## config.mk

```make
export PLATFORM = sky130hd
export DESIGN_NAME = control_unit
export DESIGN_NICKNAME = d
export VERILOG_FILES = /design/src/rv_isa_pkg.sv /design/src/cpu_ctrl_pkg.sv /design/src/control_unit.sv
export SDC_FILE = /design/constraint.sdc
export NUM_CORES = 1
export LEC_CHECK = 0
export ABC_AREA = 1
export BUFFER_PORTS_ARGS = -buffer_cell sky130_fd_sc_hd__buf_4
export CORE_AREA = 4 4 41 43
export DETAILED_ROUTE_END_ITERATION = 10
export DIE_AREA = 0 0 45 47
export MAX_ROUTING_LAYER = met4
export PLACE_DENSITY_LB_ADDON = 0.25
export SETUP_SLACK_MARGIN = 0.2
export SLEW_MARGIN = 40
export SYNTH_ARGS = -nofsm -noshare
export SYNTH_HDL_FRONTEND = slang
export SYNTH_SLANG_ARGS = --single-unit
export TNS_END_PERCENT = 5
```

## constraint.sdc

```tcl
create_clock -name vclk -period 1.7
set_input_delay 0.085 -clock vclk [all_inputs]
set_output_delay 0.085 -clock vclk [all_outputs]
set_load 0.01 [all_outputs]
```

## src/rv_isa_pkg.sv

```systemverilog
/* rv32i subset isa definitions
   base word types, opcode and funct field encodings, ecall word */
`default_nettype none

package rv_isa_pkg;

  typedef logic [31:0] word_t;    // data or byte address
  typedef logic [31:0] instr_t;   // raw instruction word
  typedef logic [4:0]  reg_idx_t; // x0..x31

  // major opcodes, instr[6:0]
  localparam logic [6:0] OP_R      = 7'b0110011;
  localparam logic [6:0] OP_IMM    = 7'b0010011;
  localparam logic [6:0] OP_LOAD   = 7'b0000011;
  localparam logic [6:0] OP_STORE  = 7'b0100011;
  localparam logic [6:0] OP_BRANCH = 7'b1100011;
  localparam logic [6:0] OP_JAL    = 7'b1101111;
  localparam logic [6:0] OP_JALR   = 7'b1100111;
  localparam logic [6:0] OP_SYSTEM = 7'b1110011;

  // funct3 for alu ops, instr[14:12]
  localparam logic [2:0] F3_ADD = 3'b000; // add, sub, addi
  localparam logic [2:0] F3_SLL = 3'b001;
  localparam logic [2:0] F3_SLT = 3'b010;
  localparam logic [2:0] F3_XOR = 3'b100;
  localparam logic [2:0] F3_SRL = 3'b101;
  localparam logic [2:0] F3_OR  = 3'b110;
  localparam logic [2:0] F3_AND = 3'b111;

  // funct3 for branches
  localparam logic [2:0] F3_BEQ = 3'b000;
  localparam logic [2:0] F3_BNE = 3'b001;
  localparam logic [2:0] F3_BLT = 3'b100;
  localparam logic [2:0] F3_BGE = 3'b101;

  localparam logic [6:0] F7_ALT = 7'b0100000; // sub when opcode is OP_R

  localparam instr_t INSTR_ECALL = 32'h0000_0073; // halts the core

endpackage

`default_nettype wire

```

## src/cpu_ctrl_pkg.sv

```systemverilog
/* datapath control types
   alu operation select, writeback source, branch condition code */
`default_nettype none

package cpu_ctrl_pkg;

  typedef enum logic [2:0] {
    ALU_ADD,
    ALU_SUB,
    ALU_AND,
    ALU_OR,
    ALU_XOR,
    ALU_SLL,
    ALU_SRL,
    ALU_SLT
  } alu_op_t;

  typedef enum logic [1:0] {
    WB_ALU, // alu result
    WB_MEM, // load data
    WB_PC4  // link address for jal/jalr
  } wb_src_t;

  typedef logic [2:0] branch_t; // funct3 of the branch, read by the alu

endpackage

`default_nettype wire

```

## src/control_unit.sv

```systemverilog
/* main control and alu-op decode
   opcode to datapath controls, funct3/funct7 to alu op, ecall to halt */
`timescale 1ns/1ps
`default_nettype none

module control_unit (
  input  wire rv_isa_pkg::instr_t instr,
  output cpu_ctrl_pkg::alu_op_t   alu_op,
  output logic                    alu_src,   // b operand is imm
  output logic                    branch,
  output logic                    jal,
  output logic                    jalr,
  output logic                    mem_write,
  output logic                    reg_write,
  output logic                    halted,    // level while on ecall
  output cpu_ctrl_pkg::wb_src_t   wb_src
);

  logic [6:0]            opcode;
  logic [2:0]            funct3;
  logic [6:0]            funct7;
  cpu_ctrl_pkg::alu_op_t func_op; // op implied by funct fields

  assign opcode = instr[6:0];
  assign funct3 = instr[14:12];
  assign funct7 = instr[31:25];

  assign halted = (instr == rv_isa_pkg::INSTR_ECALL);

  // funct decode, shared by r-type and op-imm
  always_comb begin
    case (funct3)
      rv_isa_pkg::F3_ADD: begin
        // sub only for r-type, addi has imm bits here
        if (opcode == rv_isa_pkg::OP_R && funct7 == rv_isa_pkg::F7_ALT) begin
          func_op = cpu_ctrl_pkg::ALU_SUB;
        end else begin
          func_op = cpu_ctrl_pkg::ALU_ADD;
        end
      end
      rv_isa_pkg::F3_SLL: func_op = cpu_ctrl_pkg::ALU_SLL;
      rv_isa_pkg::F3_SLT: func_op = cpu_ctrl_pkg::ALU_SLT;
      rv_isa_pkg::F3_XOR: func_op = cpu_ctrl_pkg::ALU_XOR;
      rv_isa_pkg::F3_SRL: func_op = cpu_ctrl_pkg::ALU_SRL;
      rv_isa_pkg::F3_OR:  func_op = cpu_ctrl_pkg::ALU_OR;
      rv_isa_pkg::F3_AND: func_op = cpu_ctrl_pkg::ALU_AND;
      default:            func_op = cpu_ctrl_pkg::ALU_ADD; // sltu not kept
    endcase
  end

  // main decoder, defaults mean no side effects
  always_comb begin
    alu_op    = cpu_ctrl_pkg::ALU_ADD;
    alu_src   = 1'b0;
    branch    = 1'b0;
    jal       = 1'b0;
    jalr      = 1'b0;
    mem_write = 1'b0;
    reg_write = 1'b0;
    wb_src    = cpu_ctrl_pkg::WB_ALU;
    case (opcode)
      rv_isa_pkg::OP_R: begin
        reg_write = 1'b1;
        alu_op    = func_op;
      end
      rv_isa_pkg::OP_IMM: begin
        reg_write = 1'b1;
        alu_src   = 1'b1;
        alu_op    = func_op;
      end
      rv_isa_pkg::OP_LOAD: begin // address = rs1 + imm
        reg_write = 1'b1;
        alu_src   = 1'b1;
        wb_src    = cpu_ctrl_pkg::WB_MEM;
      end
      rv_isa_pkg::OP_STORE: begin
        alu_src   = 1'b1;
        mem_write = 1'b1;
      end
      rv_isa_pkg::OP_BRANCH: branch = 1'b1; // compare done on rs1/rs2
      rv_isa_pkg::OP_JAL: begin
        jal       = 1'b1;
        reg_write = 1'b1;
        wb_src    = cpu_ctrl_pkg::WB_PC4;
      end
      rv_isa_pkg::OP_JALR: begin // alu forms rs1 + imm
        jalr      = 1'b1;
        reg_write = 1'b1;
        alu_src   = 1'b1;
        wb_src    = cpu_ctrl_pkg::WB_PC4;
      end
      rv_isa_pkg::OP_SYSTEM: ; // ecall, handled by halted
      default: ;
    endcase
  end

endmodule

`default_nettype wire

```

After elaboration in Yosys (flattened, before gate mapping)

Cells that the tools add are included.

RAM bits: 0
Memory bits (read-only): 0
Memories: 0
Output and inout bits: 12
Bits in latches: 0
Register bits after elaboration: 0

Div/mod/pow operators: 0
Add/subtract/negate cells: 0
Mux-type cells: 10
Equal/unequal tests: 15
$lt $le $gt $ge: 0
Shift operators: 0
Bitwise gates (word level): 0
Multipliers: 0
Reductions and logical operators: 6

Operators by type and width:

| kind                                                              | number |
|---|---|
| 32-bit by 7-bit == test with 1-bit output (second input constant) | 1 |
| 7-bit by 6-bit == test with 1-bit output (second input constant)  | 3 |
| 7-bit == test (second input constant)                             | 3 |
| 3-bit one-hot mux with 7 select lines                             | 1 |
| 3-bit == test (second input constant)                             | 4 |
| 7-bit by 2-bit == test with 1-bit output (second input constant)  | 1 |
| 7-bit by 5-bit == test with 1-bit output (second input constant)  | 1 |
| 1-bit 2-to-1 mux                                                  | 7 |
| 5-bit OR reduction                                                | 1 |
| 2-bit one-hot mux with 2 select lines                             | 1 |
| 2-bit OR reduction                                                | 2 |
| 4-bit OR reduction                                                | 1 |
| 3-bit by 1-bit == test with 1-bit output (second input constant)  | 1 |
| 3-bit by 2-bit == test with 1-bit output (second input constant)  | 1 |
| 3-bit zero test                                                   | 1 |
| 3-bit 2-to-1 mux                                                  | 1 |
| 1-bit logical AND                                                 | 1 |

Depth between registers and ports, before layout

Gate-level depths: netlist of the first run.

Word-level depth: 5
Depth in mapped cells: 8
Mapped depth without buffers: 8

Worst setup path after synthesis of the first run

No wires, ideal clock.

Path type: input to output
Start: input port instr[2]
End: output port wb_src[0]
Path buffers: 0
Setup slack: 0.959 ns
Data required time: 1.615 ns
Data arrival time: 0.656 ns
Cell stages on the path: 3
Cell sequence: nor2_2 -> nand3_1 -> nor3_1

Longest elaborated chain between the ends: 3

Ends and longest elaborated chain:

| item                                    | RTL line           | RTL |
|---|---|---|
| start: declaration                      | control_unit.sv:7  | `input wire rv_isa_pkg::instr_t instr,` |
| 7-bit == test                           | control_unit.sv:61 | `case (opcode)` |
| 2-bit OR reduction (no line)            | n/a                |  |
| 2-bit one-hot mux with 2 select lines * | control_unit.sv:61 |  |
| end: declaration                        | control_unit.sv:16 | `output cpu_ctrl_pkg::wb_src_t wb_src` |

Mark *: on every way between the ends. The rest lies on a longest branch, timed or not.

Worst setup path in the final report of the first run

Start: input port instr[2]
End: output port alu_op[0]

Longest elaborated chain between the ends: 5

Ends and longest elaborated chain:

| item                                     | RTL line                               | RTL |
|---|---|---|
| 7-bit by 6-bit == test with 1-bit output | control_unit.sv:35, control_unit.sv:61 |  |
| 1-bit logical AND                        | control_unit.sv:35                     | `if (opcode == rv_isa_pkg::OP_R && funct7 == rv_isa_pkg::F7_ALT) begin` |
| 1-bit 2-to-1 mux                         | control_unit.sv:35                     |  |
| 3-bit one-hot mux with 7 select lines    | control_unit.sv:32                     | `case (funct3)` |
| 3-bit 2-to-1 mux *                       | control_unit.sv:61                     |  |
| end: declaration                         | control_unit.sv:8                      | `output cpu_ctrl_pkg::alu_op_t alu_op,` |

Marked as above.

==> metrics, run 1 <==
DRC Markers 0; Lkg Pwr around 0.4 nW; GP Congestion 0.779; # Max-Cap Violations 0; final hold viol count 0; layout cell share with drive strength beyond 1 0.500; register area 0 um^2; hold_sp instr[5]; Setup crit start kind input port; initial antenna violation count 0; setup slack after layout 735 ps; most frequent cells in the layout 44 x buf_4, 15 x nor2_1, 13 x inv_1, 12 x nand2_1, 5 x nand3_1; unrepaired setup endpoints after global routing no; Avg Synthesized Cell Area 4.86 um^2; Die W 45 um; sw frac 0.419; post_cts resized 0; worst hold path type input port to output pin; Syn-to-layout area delta 103%; post-CTS setup buffers 0; Setup TNS 0 ps; worst setup path class input port to output pin; Power Dens Cells 159 nW/um^2; Worst Max-Slew Pin Slew 209 ps; Yosys cell types 18; Die Y 47 um; peak fanout along the critical path 3; Internal 63.7 uW; worst relative slew slack 0.859; sequential area share after synthesis 0; FFs & Latches 0; Pre-Repair DR Iteration Count 4; nature of the critical path endpoint output pin; Ys Warns 0; number of fill cells 148; Die ar. about 2100 um^2; final worst path period share 0.567; net switching power of the design 45.9 uW; VDD IR-drop max approximately 0.08 mV; Syn Nets 102; Final min period 965 ps; Critical Path Max Stage Delay 160 ps; gr usage total 0.109; Req. time, crit path 1620 ps; quantity of hold-fixing buffers added after cts 0; largest net degree at the start of global routing 6; Initial Util 0.262; Routed WL per cell 8.85 um; Place WS 736 ps; Syn Inst Count 70; DR vias 577; hold path depth 3; core area about 1300 um^2; Initial DRC Count 3; status completed; drt total wl 1140 um; Util after Layout 0.530; most common cell after layout, fill and taps aside buf_4; area of the multi-input gates 277 um^2; Vias/cell about 4.5; Comb pwr share 1.000; IO buf count 44; top achievable clock speed 1.04 GHz; first-pass GRT wire length 1780 um; CP startpoint instr[2]; sequential fraction of design power 0; Mapped Area 340 um^2; # IOs 44; fin nets 148; CLK BUF 0; fin. max-slew vios 0; CP cell instances buf_4 > nor2_2 > nand2_2 > nor2_2 > nand3_1 > nand3_1 > nand2_1 > inv_1 > buf_4; Arr. time, crit path 880 ps; vias in the first global route 482; row count 13; slowest cell on the critical path nor2_2; GRT overflow 0; detailed placement HPWL about 1100 um; Final setup viols 0; clock power share 0; ANT nets after route 0; ant diodes 0
-- final cells by class --
type                            count  share of cell area
Multi-Input combinational cell     53               0.401
Inverter                           17              0.0926
Tap cell                           15              0.0272
Timing Repair Buffer               44               0.479
-- metal layers --
| metal | track usage | routed length (um) |
|---|---|---|
| met3 | 0.00383 | 120 |
| met5 | - | 0 |
| met1 | 0.133 | 407 |
| met2 | 0.209 | 614 |
| met4 | 0 | 0 |
-- power by group through the flow --
| stage | logic, mW | registers (mW) | clock network [mW] |
|---|---|---|---|
| floorplan | 0.0373 | 0 | 0 |
| finish | 0.110 | 0 | 0 |
| CTS | 0.111 | 0 | 0 |
| detailed placement | 0.111 | 0 | 0 |
| global placement | 0.108 | 0 | 0 |
| global route | 0.121 | 0 | 0 |
-- per-stage QoR --
step | power (mW) | instance area, um^2 | hold slack (ps) | cells
final | 0.110 | 689 | 446 | 129
after global routing | 0.121 | 689 | 465 | 129
after CTS | 0.111 | 689 | 446 | 129
after detailed placement | 0.111 | 689 | 445 | 129
after global placement | 0.108 | 689 | 444 | 129
after floorplan | 0.0373 | 340 | 221 | 70
-- critical path, delay by kind of cell --
kind | cells | cell delay (ps)
AND/OR/NAND/NOR | 6 | 540
buffers and inverters | 3 | 270
-- cells in the mapped netlist --
cell	number	area, um^2
nor2_1	15	56.3
inv_1	13	48.8
nand2_1	12	45.0
nand3_1	5	25.0
inv_2	4	15.0
a21oi_1	3	15.0
nor2_2	3	18.8
nor3_1	3	15.0
nand3b_1	2	15.0
nand4_1	2	12.5
nand2_2	1	6.26
nand3_2	1	10.0
nor2_4	1	11.3
nor3_2	1	10.0
nor3_4	1	16.3
nor4_1	1	6.26
o21ai_1	1	5.00
o21ai_2	1	8.76
-- cells by family after synthesis --
family / Yosys count / share of synthesized area
AND/OR/NAND/NOR: 48 / 0.728
AO/OA/AOI/OAI: 5 / 0.0845
buffers and inverters: 17 / 0.187
-- path summary, 6_finish.rpt --
path,endpoint
worst max-delay path,alu_op[0]
worst min-delay path,wb_src[0]
No activity file was read; power rests on OpenSTA's default activity.
==> run 2: changes to the inputs <==
ABC_AREA = 0   (was 1)
clock period = 0.8 ns   (was 1.7 ns; I/O delays follow)
==> run 2 against run 1 <==
Net effect:
- the run now ends with negative setup slack left
- utilization increased by 14 points
- synthesized cell count is 47% lower
- area after synthesis fell by 32%
- clock-buffer cell count stayed put
- critical path depth decreased by 4
- setup slack worse by 960 ps
- critical endpoint is now halted
- largest power group unchanged
- global-route usage increased by 3.9 points
- via count decreased by 13%
- first-iteration DRC count unchanged
==> metrics, run 2 <==
status complete, but fails checks; failing checks negative setup slack; Avg Synthesized Cell Area 6.29 um^2; CLK BUF 0; Ys Warns 0; Initial Util 0.179; ANT nets after route 0; Pre-Repair DR Iteration Count 4; fin nets 126; ant diodes 0; Yosys top cell area share 0.129; GRT overflow 0; Placed Instances 107; Power Dens Cells 371 nW/um^2; quantity of hold-fixing buffers added after cts 0; most frequent cells in the layout 40 x buf_4, 14 x buf_6, 6 x nor4_4, 4 x nor2_2, 3 x nor2_1; DR vias 504; Die Y 47 um; largest net degree at the start of global routing 8; final worst path period share 1.29; gr usage total 0.148; area post-placement 719 um^2; row count 13; vias in the first global route around 570; top achievable clock speed 0.972 GHz; Worst Max-Slew Pin Slew ~290 ps; core area 1300 um^2; Synth top cells by count 8 x nor2_1, 3 x inv_1, 3 x nor3_1, 3 x nor4_1; worst hold path type input port to output pin; layout cell share with drive strength beyond 1 0.859; Die ar. approximately 2100 um^2; Syn Inst Count 37; nature of the critical path endpoint output pin; # IOs 44; Setup crit start kind input port; Syn-to-layout area delta 275%; peak fanout along the critical path 1; drt total wl roughly 1400 um; DRC Markers 0; post-synth top area cell nor2_1; first-pass GRT wire length 2330 um; setup slack after layout -229 ps; Lkg Pwr 0.404 nW; # Max-Cap Violations 0; worst setup path class input port to output pin; fin. max-slew vios 0; Pwr Total between 300 and 400 uW; initial antenna violation count 0; Arr. time, crit path 990 ps; sequential area share after synthesis 0; Die W 45 um; Routed WL per cell roughly 13 um; GP Congestion 0.681; Initial DRC Count 3; Post-Layout Cell Count ~110; Post-Layout Inst Area 873 um^2; Syn Nets 69; Vias/cell around 4.7; Final min period 1030 ps; most common cell after layout, fill and taps aside buf_4; Yosys cell types 19; Final setup viols 8; post-CTS setup buffers 0; register area 0 um^2; IO buf count 44; unrepaired setup endpoints after global routing yes; final hold viol count 0; FFs & Latches 0; number of fill cells 112; synth top area cells nor2_1 13%, nor4_2 11%, nor4_4 9.1%; count leader, synth nor2_1; worst relative slew slack 0.799; VDD IR-drop max 0.159 mV; detailed placement HPWL 1090 um; Mapped Area 233 um^2; Req. time, crit path 760 ps
==> run 2: cell types whose count changed in the layout (fill, tap and decap cells not counted), moves of 3 or more <==
cell     before  now
buf_4        44   40
nor4_4        0    6
a21oi_1       3    0
inv_1        13    1
nand2_1      12    1
nand3_1       5    1
nor3_1        3    0
nor2_1       15    3
buf_6         0   14
==> run 2: stage by stage <==
step           TNS (ps)  hold slack, ps  utilization  setup WS [ps]
3_5_place_dp      -1130             435        0.553           -273
6_report           -646             416        0.671           -229
2_1_floorplan         0             128            -           3.89
4_1_cts            -532             420        0.657           -272
5_1_grt           -1030             441        0.671           -317
3_3_place_gp      -1180             434        0.553           -261
==> run 2: worst paths after layout <==
kind | end | start | slack (ps) | depth (start not counted)
setup / recovery | halted | instr[9] | -230 | 5
hold / removal | wb_src[0] | instr[5] | 420 | 4
==> run 2: logic make-up after synthesis <==
| logic type | count (synthesis) | synth area share |
|---|---|---|
| xor+xnor | 1 | 0.0376 |
| buf+inv | 3 | 0.0484 |
| compound gates | 3 | 0.0807 |
| mux | 2 | 0.0860 |
| simple gates | 28 | 0.747 |
==> run 2: final cells by class <==
cell class         count  area, um^2  area share
repair buffers        55         473       0.542
multi-input cells     34         370       0.424
well taps             15        18.8      0.0215
inverters              3        11.3      0.0129
==> run 2: worst max-delay path: stages <==
cell     delay (ps)
buf_4           120
nor4_4          240
nand4_1         170
nor4_4          270
buf_4           160
==> run 2: repair_timing <==
action                                  in CTS  in global routing
cloned                                       0                  0
pin swaps                                   13                  9
resized for setup                           33                  5
endpoints found under the setup margin      12                 12
==> run 2: report_power, final <==
part,switching [mW],internal [mW]
logic,0.126,0.199
registers,0,0
clock network,0,0
total,0.126,0.199
==> run 2: per-layer routing <==
metal  GRT usage  wire length (um)  vias to the layer above
met1       0.175               462                      230
met3      0.0115               139                        0
met2       0.285               763                       23
met4           0                 0                        0
met5           -                 0                        -
li1            -                 -                      251
